$ cat src/fpu_conv_pkg.sv
`default_nettype none

package fpu_conv_pkg;

   localparam int exp_w    = 8;
   localparam int frac_w   = 23;
   localparam int word_w   = 32;
   localparam int exp_bias = 127;

   localparam logic [word_w-1:0] int_max_pos = 32'h7FFF_FFFF; // positive saturation value
   localparam logic [word_w-1:0] int_max_neg = 32'h8000_0000; // negative saturation value

   typedef enum logic {
      op_i2f,
      op_f2i
   } conv_op_t;

   typedef enum logic [1:0] {
      rnd_nearest_even = 2'b00,
      rnd_zero         = 2'b01,
      rnd_up           = 2'b10,
      rnd_down         = 2'b11
   } round_mode_t;

   // class bits of a single-precision operand, several may be set at once
   typedef struct packed {
      logic is_nan;
      logic is_qnan;
      logic is_snan;
      logic is_inf;
      logic is_zero;
      logic is_denorm;
   } fp_class_t;

   typedef struct packed {
      logic invalid;
      logic inexact;
      logic zero;
   } conv_flags_t;

   typedef struct packed {
      conv_op_t          op;
      round_mode_t       rmode;
      logic [word_w-1:0] operand;
   } conv_req_t;

endpackage

`default_nettype wire

$ cat src/fpu_conv_except.sv
`timescale 1ns/1ns
`default_nettype none

module fpu_conv_except import fpu_conv_pkg::*; (
   input  logic              clk,
   input  logic [word_w-1:0] operand,
   output fp_class_t         cls
);

   logic [exp_w-1:0]  exp_f;
   logic [frac_w-1:0] frac_f;

   logic exp_ones_q;
   logic exp_zeros_q;
   logic frac_zero_q;
   logic frac_msb_q;

   assign exp_f  = operand[word_w-2 -: exp_w];
   assign frac_f = operand[frac_w-1:0];

   always_ff @(posedge clk) begin
      exp_ones_q  <= &exp_f;
      exp_zeros_q <= ~|exp_f;
      frac_zero_q <= ~|frac_f;
      frac_msb_q  <= frac_f[frac_w-1]; // quiet bit of a NaN
   end

   always_ff @(posedge clk) begin
      cls.is_nan    <= exp_ones_q & ~frac_zero_q;
      cls.is_qnan   <= exp_ones_q & frac_msb_q;
      cls.is_snan   <= exp_ones_q & ~frac_msb_q & ~frac_zero_q;
      cls.is_inf    <= exp_ones_q & frac_zero_q;
      cls.is_zero   <= exp_zeros_q & frac_zero_q; // either sign
      cls.is_denorm <= exp_zeros_q & ~frac_zero_q;
   end

endmodule

`default_nettype wire

$ cat src/fpu_i2f.sv
`timescale 1ns/1ns
`default_nettype none

module fpu_i2f import fpu_conv_pkg::*; (
   input  logic              clk,
   input  logic [word_w-1:0] operand,
   input  round_mode_t       rmode,
   output logic [word_w-1:0] result,
   output conv_flags_t       flags
);

   // number of zeros above the leading one, 32 for a zero word
   function automatic logic [5:0] lead_zeros(input logic [word_w-1:0] v);
      logic [5:0] n;
      n = 6'd32;
      for (int i = 0; i < word_w; i++) begin
         if (v[i]) n = 6'(word_w - 1 - i);
      end
      return n;
   endfunction

   logic [word_w-1:0] mag;

   logic              s1_sign;
   logic [word_w-1:0] s1_mag;
   logic [5:0]        s1_lzc;
   round_mode_t       s1_rmode;

   logic [word_w-1:0] norm;
   logic              guard;
   logic              sticky;
   logic              round_inc;
   logic [frac_w+1:0] sig_r;
   logic [exp_w-1:0]  exp_v;
   logic [frac_w-1:0] frac_v;
   logic [word_w-1:0] res_d;
   conv_flags_t       flags_d;

   assign mag = operand[word_w-1] ? -operand : operand; // 80000000 stays as its own magnitude

   always_ff @(posedge clk) begin
      s1_sign  <= operand[word_w-1];
      s1_mag   <= mag;
      s1_lzc   <= lead_zeros(mag);
      s1_rmode <= rmode;
   end

   always_comb begin
      norm   = s1_mag << s1_lzc; // leading one lands in bit 31
      guard  = norm[word_w-frac_w-2];
      sticky = |norm[word_w-frac_w-3:0];

      case (s1_rmode)
         rnd_nearest_even: round_inc = guard & (sticky | norm[word_w-frac_w-1]);
         rnd_zero:         round_inc = 1'b0;
         rnd_up:           round_inc = ~s1_sign & (guard | sticky);
         rnd_down:         round_inc = s1_sign & (guard | sticky);
         default:          round_inc = 1'b0;
      endcase

      sig_r = {1'b0, norm[word_w-1 -: frac_w+1]} + (frac_w+2)'(round_inc);

      // the exponent is 31 minus the leading zeros, plus one on a rounding carry
      exp_v = 8'(exp_bias + word_w - 1) - 8'(s1_lzc) + 8'(sig_r[frac_w+1]);
      frac_v = sig_r[frac_w+1] ? sig_r[frac_w:1] : sig_r[frac_w-1:0];

      flags_d.invalid = 1'b0;
      flags_d.inexact = guard | sticky;
      flags_d.zero    = (s1_mag == '0);

      if (s1_mag == '0) begin
         res_d = '0;
      end else begin
         res_d = {s1_sign, exp_v, frac_v};
      end
   end

   always_ff @(posedge clk) begin
      result <= res_d;
      flags  <= flags_d;
   end

endmodule

`default_nettype wire

$ cat src/fpu_f2i.sv
`timescale 1ns/1ns
`default_nettype none

module fpu_f2i import fpu_conv_pkg::*; (
   input  logic              clk,
   input  logic [word_w-1:0] operand,
   input  round_mode_t       rmode,
   input  fp_class_t         cls,
   output logic [word_w-1:0] result,
   output conv_flags_t       flags
);

   logic [exp_w-1:0]      exp_f;
   logic [frac_w:0]       sig;
   logic signed [exp_w:0] exp_unb;
   logic [5:0]            shamt;
   logic [2*word_w-1:0]   aligned;
   logic [word_w-1:0]     int_d;
   logic                  guard_d;
   logic                  sticky_d;
   logic                  oor_d;

   logic                  s1_sign;
   logic signed [exp_w:0] s1_exp;
   logic [word_w-1:0]     s1_int;
   logic                  s1_guard;
   logic                  s1_sticky;
   logic                  s1_oor;
   round_mode_t           s1_rmode;

   logic                  round_inc;
   logic [word_w-1:0]     mag_r;

   logic                  s2_sign;
   logic [word_w-1:0]     s2_res;
   logic                  s2_ovf;
   logic                  s2_inexact;

   assign exp_f   = operand[word_w-2 -: exp_w];
   assign sig     = {(exp_f != '0), operand[frac_w-1:0]}; // hidden bit is clear for denormals
   assign exp_unb = $signed({1'b0, exp_f}) - 9'sd127;

   always_comb begin
      // at or above 2^31, only -2^31 itself fits
      oor_d = (exp_unb >= 9'sd31) &&
              !(operand[word_w-1] && exp_unb == 9'sd31 && operand[frac_w-1:0] == '0);

      shamt = (exp_unb >= 9'sd31) ? 6'd0 : 6'(9'sd31 - exp_unb);
      aligned = {sig, {(2*word_w-frac_w-1){1'b0}}} >> shamt;

      if (exp_unb < -9'sd1) begin
         // below one half, everything lands in sticky
         int_d    = '0;
         guard_d  = 1'b0;
         sticky_d = |sig;
      end else begin
         int_d    = aligned[2*word_w-1:word_w];
         guard_d  = aligned[word_w-1];
         sticky_d = |aligned[word_w-2:0];
      end
   end

   always_ff @(posedge clk) begin
      s1_sign   <= operand[word_w-1];
      s1_exp    <= exp_unb;
      s1_int    <= int_d;
      s1_guard  <= guard_d;
      s1_sticky <= sticky_d;
      s1_oor    <= oor_d;
      s1_rmode  <= rmode;
   end

   always_comb begin
      case (s1_rmode)
         rnd_nearest_even: round_inc = s1_guard & (s1_sticky | s1_int[0]);
         rnd_zero:         round_inc = 1'b0;
         rnd_up:           round_inc = ~s1_sign & (s1_guard | s1_sticky);
         rnd_down:         round_inc = s1_sign & (s1_guard | s1_sticky);
         default:          round_inc = 1'b0;
      endcase
      mag_r = s1_int + word_w'(round_inc);
   end

   always_ff @(posedge clk) begin
      s2_sign    <= s1_sign;
      s2_res     <= s1_sign ? -mag_r : mag_r;
      s2_ovf     <= s1_oor | (s1_exp == 9'sd30 && mag_r[word_w-1] && !s1_sign); // rounded up to 2^31
      s2_inexact <= s1_guard | s1_sticky;
   end

   always_comb begin
      flags  = '0;
      result = s2_res;
      if (cls.is_nan) begin
         result        = int_max_pos;
         flags.invalid = 1'b1;
      end else if (cls.is_inf || s2_ovf) begin
         result        = s2_sign ? int_max_neg : int_max_pos;
         flags.invalid = 1'b1;
      end else begin
         flags.inexact = s2_inexact | cls.is_denorm;
         flags.zero    = cls.is_zero | (s2_res == '0);
      end
   end

endmodule

`default_nettype wire

$ cat src/fpu_conv_top.sv
`timescale 1ns/1ns
`default_nettype none

module fpu_conv_top import fpu_conv_pkg::*; (
   input  logic              clk,
   input  logic              rst,
   input  logic              start,
   input  conv_req_t         req,
   output logic              done,
   output logic [word_w-1:0] result,
   output conv_flags_t       flags
);

   conv_req_t         req_q;
   logic              req_vld;
   conv_op_t          op_pipe [0:1];
   logic [1:0]        vld_pipe;

   fp_class_t         cls;
   logic [word_w-1:0] i2f_result;
   conv_flags_t       i2f_flags;
   logic [word_w-1:0] f2i_result;
   conv_flags_t       f2i_flags;

   always_ff @(posedge clk) begin
      if (start) req_q <= req;
   end

   // valid bits run in step with the two core stages
   always_ff @(posedge clk) begin
      if (rst) begin
         req_vld  <= 1'b0;
         vld_pipe <= '0;
         done     <= 1'b0;
      end else begin
         req_vld  <= start;
         vld_pipe <= {vld_pipe[0], req_vld};
         done     <= vld_pipe[1];
      end
   end

   always_ff @(posedge clk) begin
      op_pipe[0] <= req_q.op;
      op_pipe[1] <= op_pipe[0];
   end

   fpu_conv_except u_except (
      .clk     (clk),
      .operand (req_q.operand),
      .cls     (cls)
   );

   fpu_i2f u_i2f (
      .clk     (clk),
      .operand (req_q.operand),
      .rmode   (req_q.rmode),
      .result  (i2f_result),
      .flags   (i2f_flags)
   );

   fpu_f2i u_f2i (
      .clk     (clk),
      .operand (req_q.operand),
      .rmode   (req_q.rmode),
      .cls     (cls),
      .result  (f2i_result),
      .flags   (f2i_flags)
   );

   always_ff @(posedge clk) begin
      if (op_pipe[1] == op_i2f) begin
         result <= i2f_result;
         flags  <= i2f_flags;
      end else begin
         result <= f2i_result;
         flags  <= f2i_flags;
      end
   end

endmodule

`default_nettype wire

$ cat config.mk
export PLATFORM = sky130hd
export DESIGN_NAME = fpu_conv_top
export DESIGN_NICKNAME = d
export VERILOG_FILES = /design/src/fpu_conv_pkg.sv /design/src/fpu_conv_except.sv /design/src/fpu_i2f.sv /design/src/fpu_f2i.sv /design/src/fpu_conv_top.sv
export SDC_FILE = /design/constraint.sdc
export NUM_CORES = 1
export LEC_CHECK = 0
export BUFFER_PORTS_ARGS = -buffer_cell sky130_fd_sc_hd__buf_2
export CAP_MARGIN = 20
export CORE_ASPECT_RATIO = 0.9
export CORE_UTILIZATION = 55
export DETAILED_ROUTE_END_ITERATION = 16
export PLACE_DENSITY = 0.73
export SYNTH_ARGS = -nofsm -noshare
export SYNTH_HDL_FRONTEND = slang
export SYNTH_SLANG_ARGS = --single-unit
$ cat constraint.sdc
create_clock -name clk -period 7.92 [get_ports clk]
set_input_delay 1.584 -clock clk [delete_from_list [all_inputs] [get_ports clk]]
set_output_delay 1.584 -clock clk [all_outputs]
set_load 0.01 [all_outputs]
==> results.md, run 1 <==
* Simple-Gate Fraction of Synth Area at 0.224
* CP Capture Type: register
* Worst path required time at 8.33 ns
* Kind of critical path: register to register
* Worst reg-to-reg path cell count at 13
* Root Buffer: clkbuf_16
* DRC Markers at 0
* Post_cts resized at 0
* Total of fill cells in the finished design at 2,103
* Flops & latches, synth at approximately 240
* Mean post-synth cell area at around 9 sq um
* Routed via count at 11,700
* Worst setup SP type: register
* Synth warn at 0
* Main combinational cell family by area after synthesis: simple AND/OR/NAND/NOR gates
* Worst path most repeated cell: nor3_1
* Mux contribution to synthesized area at 0.125
* Vias per cell at a little over 6
* Clock Latency Late Sink at around 0.54 ns
* Hold violation total from the final report at 0
* GRT met2 Usage at 0.433
* Worst hold path class: register to register
* # rows at between 50 and 60
* CTS Sinks at between 200 and 250
* Highest clock rate at slightly below 0.2 GHz
* Max-Cap Viols at 0
* Post-CTS Hold Buffers at 0
* First-pass GRT wire length at just under 60 mm
* Vias in the first global route at between 10,000 and 15,000
* DR iter-0 viols at ~1,200
* Die H at 152 um
* Core area at roughly 24,000 sq um
* TritonCTS Buffers at 24
* Predominant post-synthesis flop cell: dfxtp_1
* Routed len/inst at around 19 um
* TNS Setup at 0 ns
* Final min period at a little over 5 ns
* Slew HR at 0.232
* I/O pin cnt at 74
* Adder-Cell Fraction of Synth Area at 0.0109
* Layout cells sized above 1 at 0.137
* Post-synth top area share at 0.294
* Clock-pin slew on the worst setup and hold paths at approximately 0.06 ns
* H-tree depth at 1
* Busiest grt layer: met2
* Antenna Cells at 0
* CTS tree: done
* Post-route ant nets at 0
* Worst path slowest cell: o211a_1
* Die Wd at 169 um
* Design Power at about 0.0042 W
* Cell taking the most area after synthesis: dfxtp_1
* Final Max Tran Viols at 0
* Crit path max fanout at 36
* Die footprint at 25,700 sq um
* Fin crit share at 0.649
* Max stage delay on crit path at just over 0.9 ns
* Area grow syn2layout at 8.68%
* XOR/XNOR Fraction of Synth Area at 0.0808
* GRT overflow at 0
* Initial core utilization at 0.564
* # setup viols final at 0
* Worst Hold Depth at 0
* Number of port buffers at between 70 and 80
* Final GP Congestion at between 0.9 and 1
* Detailed-route wire length at about 37 mm
* Worst-margin pin slew at about 1.1 ns
* Cell area after synthesis at approximately 14,000 sq um
* Post-Synthesis Cells at about 1,600
* Power density cells at about 280 nW/um^2
* Detailed-placement wirelength estimate at ~28 mm
* RSZ-0062 raised after global routing: false
* Post-synthesis cell type count at 85
* Synth Net Count at roughly 1,600
* Status: finished, final reports clean
* Synth area leaders: dfxtp_1 (29%), edfxtp_1 (7.6%), mux4_2 (6.4%)
* Worst-path cell chain: buf_4 > ha_1 > and3_1 > a21o_1 > o211a_1 > nor3_1 > a221oi_1 > o2bb2ai_1 > a2111o_1 > nor4bb_1 > nor2_1 > nor3_1 > a31oi_1
* 1st-pass router iterations at 5
* Sequential-to-total area share from yosys stat at 0.370
* CP Data Arrival Time at ~5.6 ns
* Post-synth EDFFs at 35
* # nets final at ~1,600
* M3 GR Usage at 0.0393
* Maximum VDD drop at between 0.15 and 0.2 mV
* Deepest clock path buffer count at 3
* Met1 usage at 0.414
* Largest net degree at the start of global routing at between 50 and 60
* Compound-gate portion of the synthesized area at 0.142
* Clock Skew at about 0.025 ns
* Leakage at between 5 and 6 nW
* Post-CTS Repair Setup Buffers at 0
* GRT Util Overall at 0.285
* FFs w/ async S/R, synth at 0
* Initial antenna violation count at 1
-- cell usage after synthesis, drive strengths merged (4+ instances only) --
master	number
a211oi	22
a21boi	5
a21o	4
a21oi	64
a221o	4
a221oi	5
a22oi	5
a31oi	23
a32oi	4
and2	12
and3	27
buf	41
clkbuf	74
dfxtp	202
edfxtp	35
ha	12
inv	40
mux2	20
mux2i	61
mux4	39
nand2	123
nand2b	29
nand3	52
nand3b	5
nand4	19
nor2	195
nor2b	21
nor3	37
nor3b	7
nor4	44
nor4b	5
o211ai	9
o21a	6
o21ai	66
o22ai	5
o31ai	17
o32ai	11
o41ai	10
or2	11
or3	10
or4	9
xnor2	86
xor2	41
-- cells by family (layout without fill, tap and decap cells) --
logic type,after synthesis,count (layout)
fa+ha+maj,12,12
mux,120,120
buf+inv,155,167
flops,237,237
compound gates,292,292
xor+xnor,127,127
simple gates,618,618
-- area by class of cell --
type                    count  area (sq um)  area share
multi-input cells        1169          8040       0.537
flip-flops and latches    237          5100       0.341
clock buffers              34           701      0.0468
repair buffers             86           490      0.0328
well taps                 336           420      0.0281
inverters                  40           150      0.0100
clock inverters             7          60.1     0.00401
-- report_power, final --
group / internal (W) / switching (W)
registers: 0.00148 / 0.000233
logic: 0.000598 / 0.000773
clock network: 0.000619 / 0.000476
total: 0.00270 / 0.00148
-- worst max-delay path: cells and delay by family (launching register included) --
family | cells | cell delay, ns
flip-flops | 1 | 0.34
AO/OA/AOI/OAI | 6 | 2.72
AND/OR/NAND/NOR | 5 | 1.24
buffers and inverters | 1 | 0.35
adder cells (fa/ha/maj) | 1 | 0.36
-- path summary, 6_finish.rpt --
path                            slack (ns)     startpoint               to
worst max register to register        2.78      req_q[23]  u_f2i.s1_sticky
worst min-delay path                  0.33  op_pipe[0][0]    op_pipe[0][1]
worst max-delay path                  2.78      req_q[23]  u_f2i.s1_sticky
worst min register to register        0.33  op_pipe[0][0]    op_pipe[0][1]
-- state kept, by name, summed over array words and instances, names as in the netlist, 6 cells and up --
signal,cells
u_i2f.result,32
u_i2f.s1_mag,32
u_f2i.s2_res,32
u_i2f.s1_lzc,6
u_f2i.s1_exp,9
req_q,35
u_f2i.s1_int,32
result,32
-- per-layer routing --
layer	wire [um]	up-vias	share of wire
met5	13	-	0.00035
met4	1180	2	0.032
met3	2770	78	0.075
met2	16100	548	0.44
li1	-	5621	-
met1	16600	5426	0.45
-- layout by cell type, fill, tap and decap left out, types with 35 or more instances in the layout --
cell	instances
mux4_2	39
nor4_1	42
inv_1	40
nor2_1	194
o21ai_0	63
edfxtp_1	35
nand2_1	122
mux2i_1	61
xnor2_1	86
dfxtp_1	200
nand3_1	51
buf_2	73
xor2_1	41
a21oi_1	64
-- through the flow --
stage               utilization  cells  hold slack [ns]  instance area (sq um)  setup slack, ns
floorplan                     -   1561            0.310                  13800             3.78
global placement          0.580   1865            0.312                  14100             3.00
detailed placement        0.580   1865            0.312                  14100             2.89
CTS                       0.611   1906            0.327                  14900             2.88
global route              0.613   1909            0.331                  15000             2.44
finish                    0.613   1909            0.327                  15000             2.78
Power figures use the tool's default switching activity.
==> run 2: changes to the inputs <==
==> constraint.sdc (replaced) <==
create_clock -name clk -period 5.2 [get_ports clk]
set_input_delay 1.04 -clock clk [delete_from_list [all_inputs] [get_ports clk]]
set_output_delay 1.04 -clock clk [all_outputs]
set_load 0.01 [all_outputs]
==> run 2 against run 1 <==
Sequential share of layout area down 0.35 points; largest cell class unchanged; critical path type unchanged; clock skew fell by 0.013 ns; utilization increased by 0.64 points; fmax grew 15%; non-clock buffer count up 13; largest power group unchanged; sequential cell count did not move; cell count up 0.94%; wire length rose by 2.6%.
==> results.md, run 2 (same netlist as run 1, synthesis figures left out) <==
* Status: finished, final reports clean
* Post-CTS Hold Buffers at 0 (unchanged)
* Detailed-route wire length at 37.7 mm (+2.6%)
* Placed Area at 14,300 sq um (+0.74%)
* Antenna Cells at 0 (unchanged)
* Worst slack at placement at 0.848 ns (-2.04 ns)
* Post-route ant nets at 0 (unchanged)
* End-of-flow core utilization at 0.620 (+0.00641)
* GRT overflow at 0 (unchanged)
* Max-Cap Viols at 0 (unchanged)
* Post-Layout Inst Area at 15,100 sq um (+1.0%)
* Largest net degree at the start of global routing at 50 (-2.0%)
* Layout cells sized above 1 at 0.145 (+0.00787)
* Vias per cell at 6.17 (+0.94%)
* DRC Markers at 0 (unchanged)
* Final min period at 4.45 ns (-0.687 ns)
* Sw frac at 0.354 (-0.000683)
* Power density cells at 430 nW/um^2 (+54%)
* Kind of critical path: register to register
* I/O pin cnt at 74 (unchanged)
* Core area at 24,400 sq um (unchanged)
* Post-CTS Repair Setup Buffers at 0 (unchanged)
* Vias in the first global route at 11,000 (+4.9%)
* Number of port buffers at 73 (unchanged)
* # setup viols final at 0 (unchanged)
* CTS tree: done
* Total of fill cells in the finished design at 2,089 (-0.67%)
* Crit path max fanout at 21 (-42%)
* CTS Sinks at 237 (unchanged)
* Routed via count at 11,900 (+1.9%)
* Area grow syn2layout at 9.82%
* Worst Hold Depth at 0 (unchanged)
* Post_cts resized at 0 (unchanged)
* Commonest cells after routing, fill and taps aside: dfxtp_1 (200), nor2_1 (194), nand2_1 (122), xnor2_1 (86), buf_2 (73)
* Worst path required time at 5.61 ns (-2.72 ns)
* Worst setup SP type: register
* Root Buffer: clkbuf_16
* RSZ-0062 raised after global routing: false
* Clock Skew at 0.0124 ns (-0.0130 ns)
* Max FFs per register at 35 (unchanged)
* Final GP Congestion at 0.959 (+2.7%)
* Top reg by flops: req_q
* Deepest clock path buffer count at 3 (unchanged)
* Worst-margin pin slew at 1.05 ns (-0.101 ns)
* Hold violation total from the final report at 0 (unchanged)
* TritonCTS Buffers at 25 (+4.2%)
* CP Data Arrival Time at 4.86 ns (-0.69 ns)
* First-pass GRT wire length at 59.7 mm (+2.1%)
* H-tree depth at 1 (unchanged)
* Detailed-placement wirelength estimate at 28.3 mm (+2.5%)
* # nets final at 1,622 (+0.87%)
* Highest clock rate at 0.225 GHz (+15%)
* Power share of the combinational group at 0.327 (about the same)
* 1st-pass router iterations at 5 (unchanged)
* Leakage at 5.82 nW (+1.6%)
* Setup ws final at 0.746 ns (-2.03 ns)
* TNS Setup at 0 ns (unchanged)
* Clock Latency Late Sink at 0.53 ns (about the same)
* Register share of total power at 0.401 (-0.009)
* Worst hold path class: register to register
* Die Wd at 169 um (unchanged)
* CP Capture Type: register
* Slew HR at 0.301 (+0.0687)
* Clock-pin slew on the worst setup and hold paths at 0.07 ns (about the same)
* Die H at 152 um (unchanged)
* DR iter-0 viols at 1,126 (-6.0%)
* # rows at 54 (unchanged)
* Fin crit share at 0.857 (+0.207)
* Initial core utilization at 0.564 (unchanged)
* Routed len/inst at 19.5 um (+1.6%)
* Final Max Tran Viols at 0 (unchanged)
* Net Sw Power at 0.00230 W (+55%)
* Maximum VDD drop at 0.275 mV (+48%)
* Most common cell after layout, fill and taps aside: dfxtp_1
* GRT Util Overall at 0.292 (+0.00702)
* Worst reg-to-reg path cell count at 12 (-1)
* Pint at 0.00420 W (+56%)
* Initial antenna violation count at 0 (-1)
* Design Power at 0.00650 W (+56%)
* Die footprint at 25,700 sq um (unchanged)
* Clock power frac at 0.273 (+0.011)
[run 2: cell types whose count changed in the layout (fill, tap and decap cells not counted), sizes merged]
cell,change
bufinv,+1
buf,+13
inv,+3
clkinv,+1
[run 2: path summary, 6_finish.rpt]
kind | startpoint | to | slack [ns]
hold reg to reg | op_pipe[0][0] | op_pipe[0][1] | 0.33
setup / recovery | req_q[24] | u_f2i.s1_sticky | 0.75
hold / removal | op_pipe[0][0] | op_pipe[0][1] | 0.33
setup reg to reg | req_q[24] | u_f2i.s1_sticky | 0.75
[run 2: layer usage]
metal	track usage	share of wire	vias to the layer above	routed length [um]
li1	-	-	5662	-
met1	0.411	0.44	5570	16600
met2	0.457	0.45	568	16800
met3	0.0375	0.077	96	2900
met4	0.108	0.036	0	1340
met5	0	0	-	0
[run 2: stage by stage]
step | hold WS, ns | std cells
finish | 0.328 | 1927
global route | 0.347 | 1927
CTS | 0.328 | 1925
detailed placement | 0.312 | 1879
global placement | 0.310 | 1879
floorplan | 0.310 | 1561
[run 2: cell type report]
| cell class | count | area [sq um] | share of cell area |
|---|---|---|---|
| inverter | 40 | 150 | 0.00993 |
| multi-input combinational | 1169 | 8040 | 0.532 |
| timing repair buffer | 99 | 576 | 0.0381 |
| tap | 336 | 420 | 0.0278 |
| clock inverter | 12 | 120 | 0.00795 |
| clock buffer | 34 | 712 | 0.0471 |
| sequential | 237 | 5100 | 0.337 |
[run 2: worst max-delay path, stage by stage, from the launching register on]
cell      delay [ns]
edfxtp_1        0.49
ha_1            0.36
and3_1          0.27
a21o_1          0.31
o211a_1         0.60
nor3_1          0.28
a221oi_2        0.55
a21boi_0        0.18
a2111o_1        0.42
nor4bb_1        0.37
nor2_1          0.10
nor3_1          0.27
a31oi_1         0.12
[run 2: power groups by stage]
stage	logic, W	registers, W	clock network [W]
after floorplan	0.00160	0.00247	0
after global placement	0.00205	0.00262	0
after detailed placement	0.00207	0.00263	0
after CTS	0.00208	0.00259	0.00181
after global routing	0.00231	0.00264	0.00188
final	0.00212	0.00260	0.00177
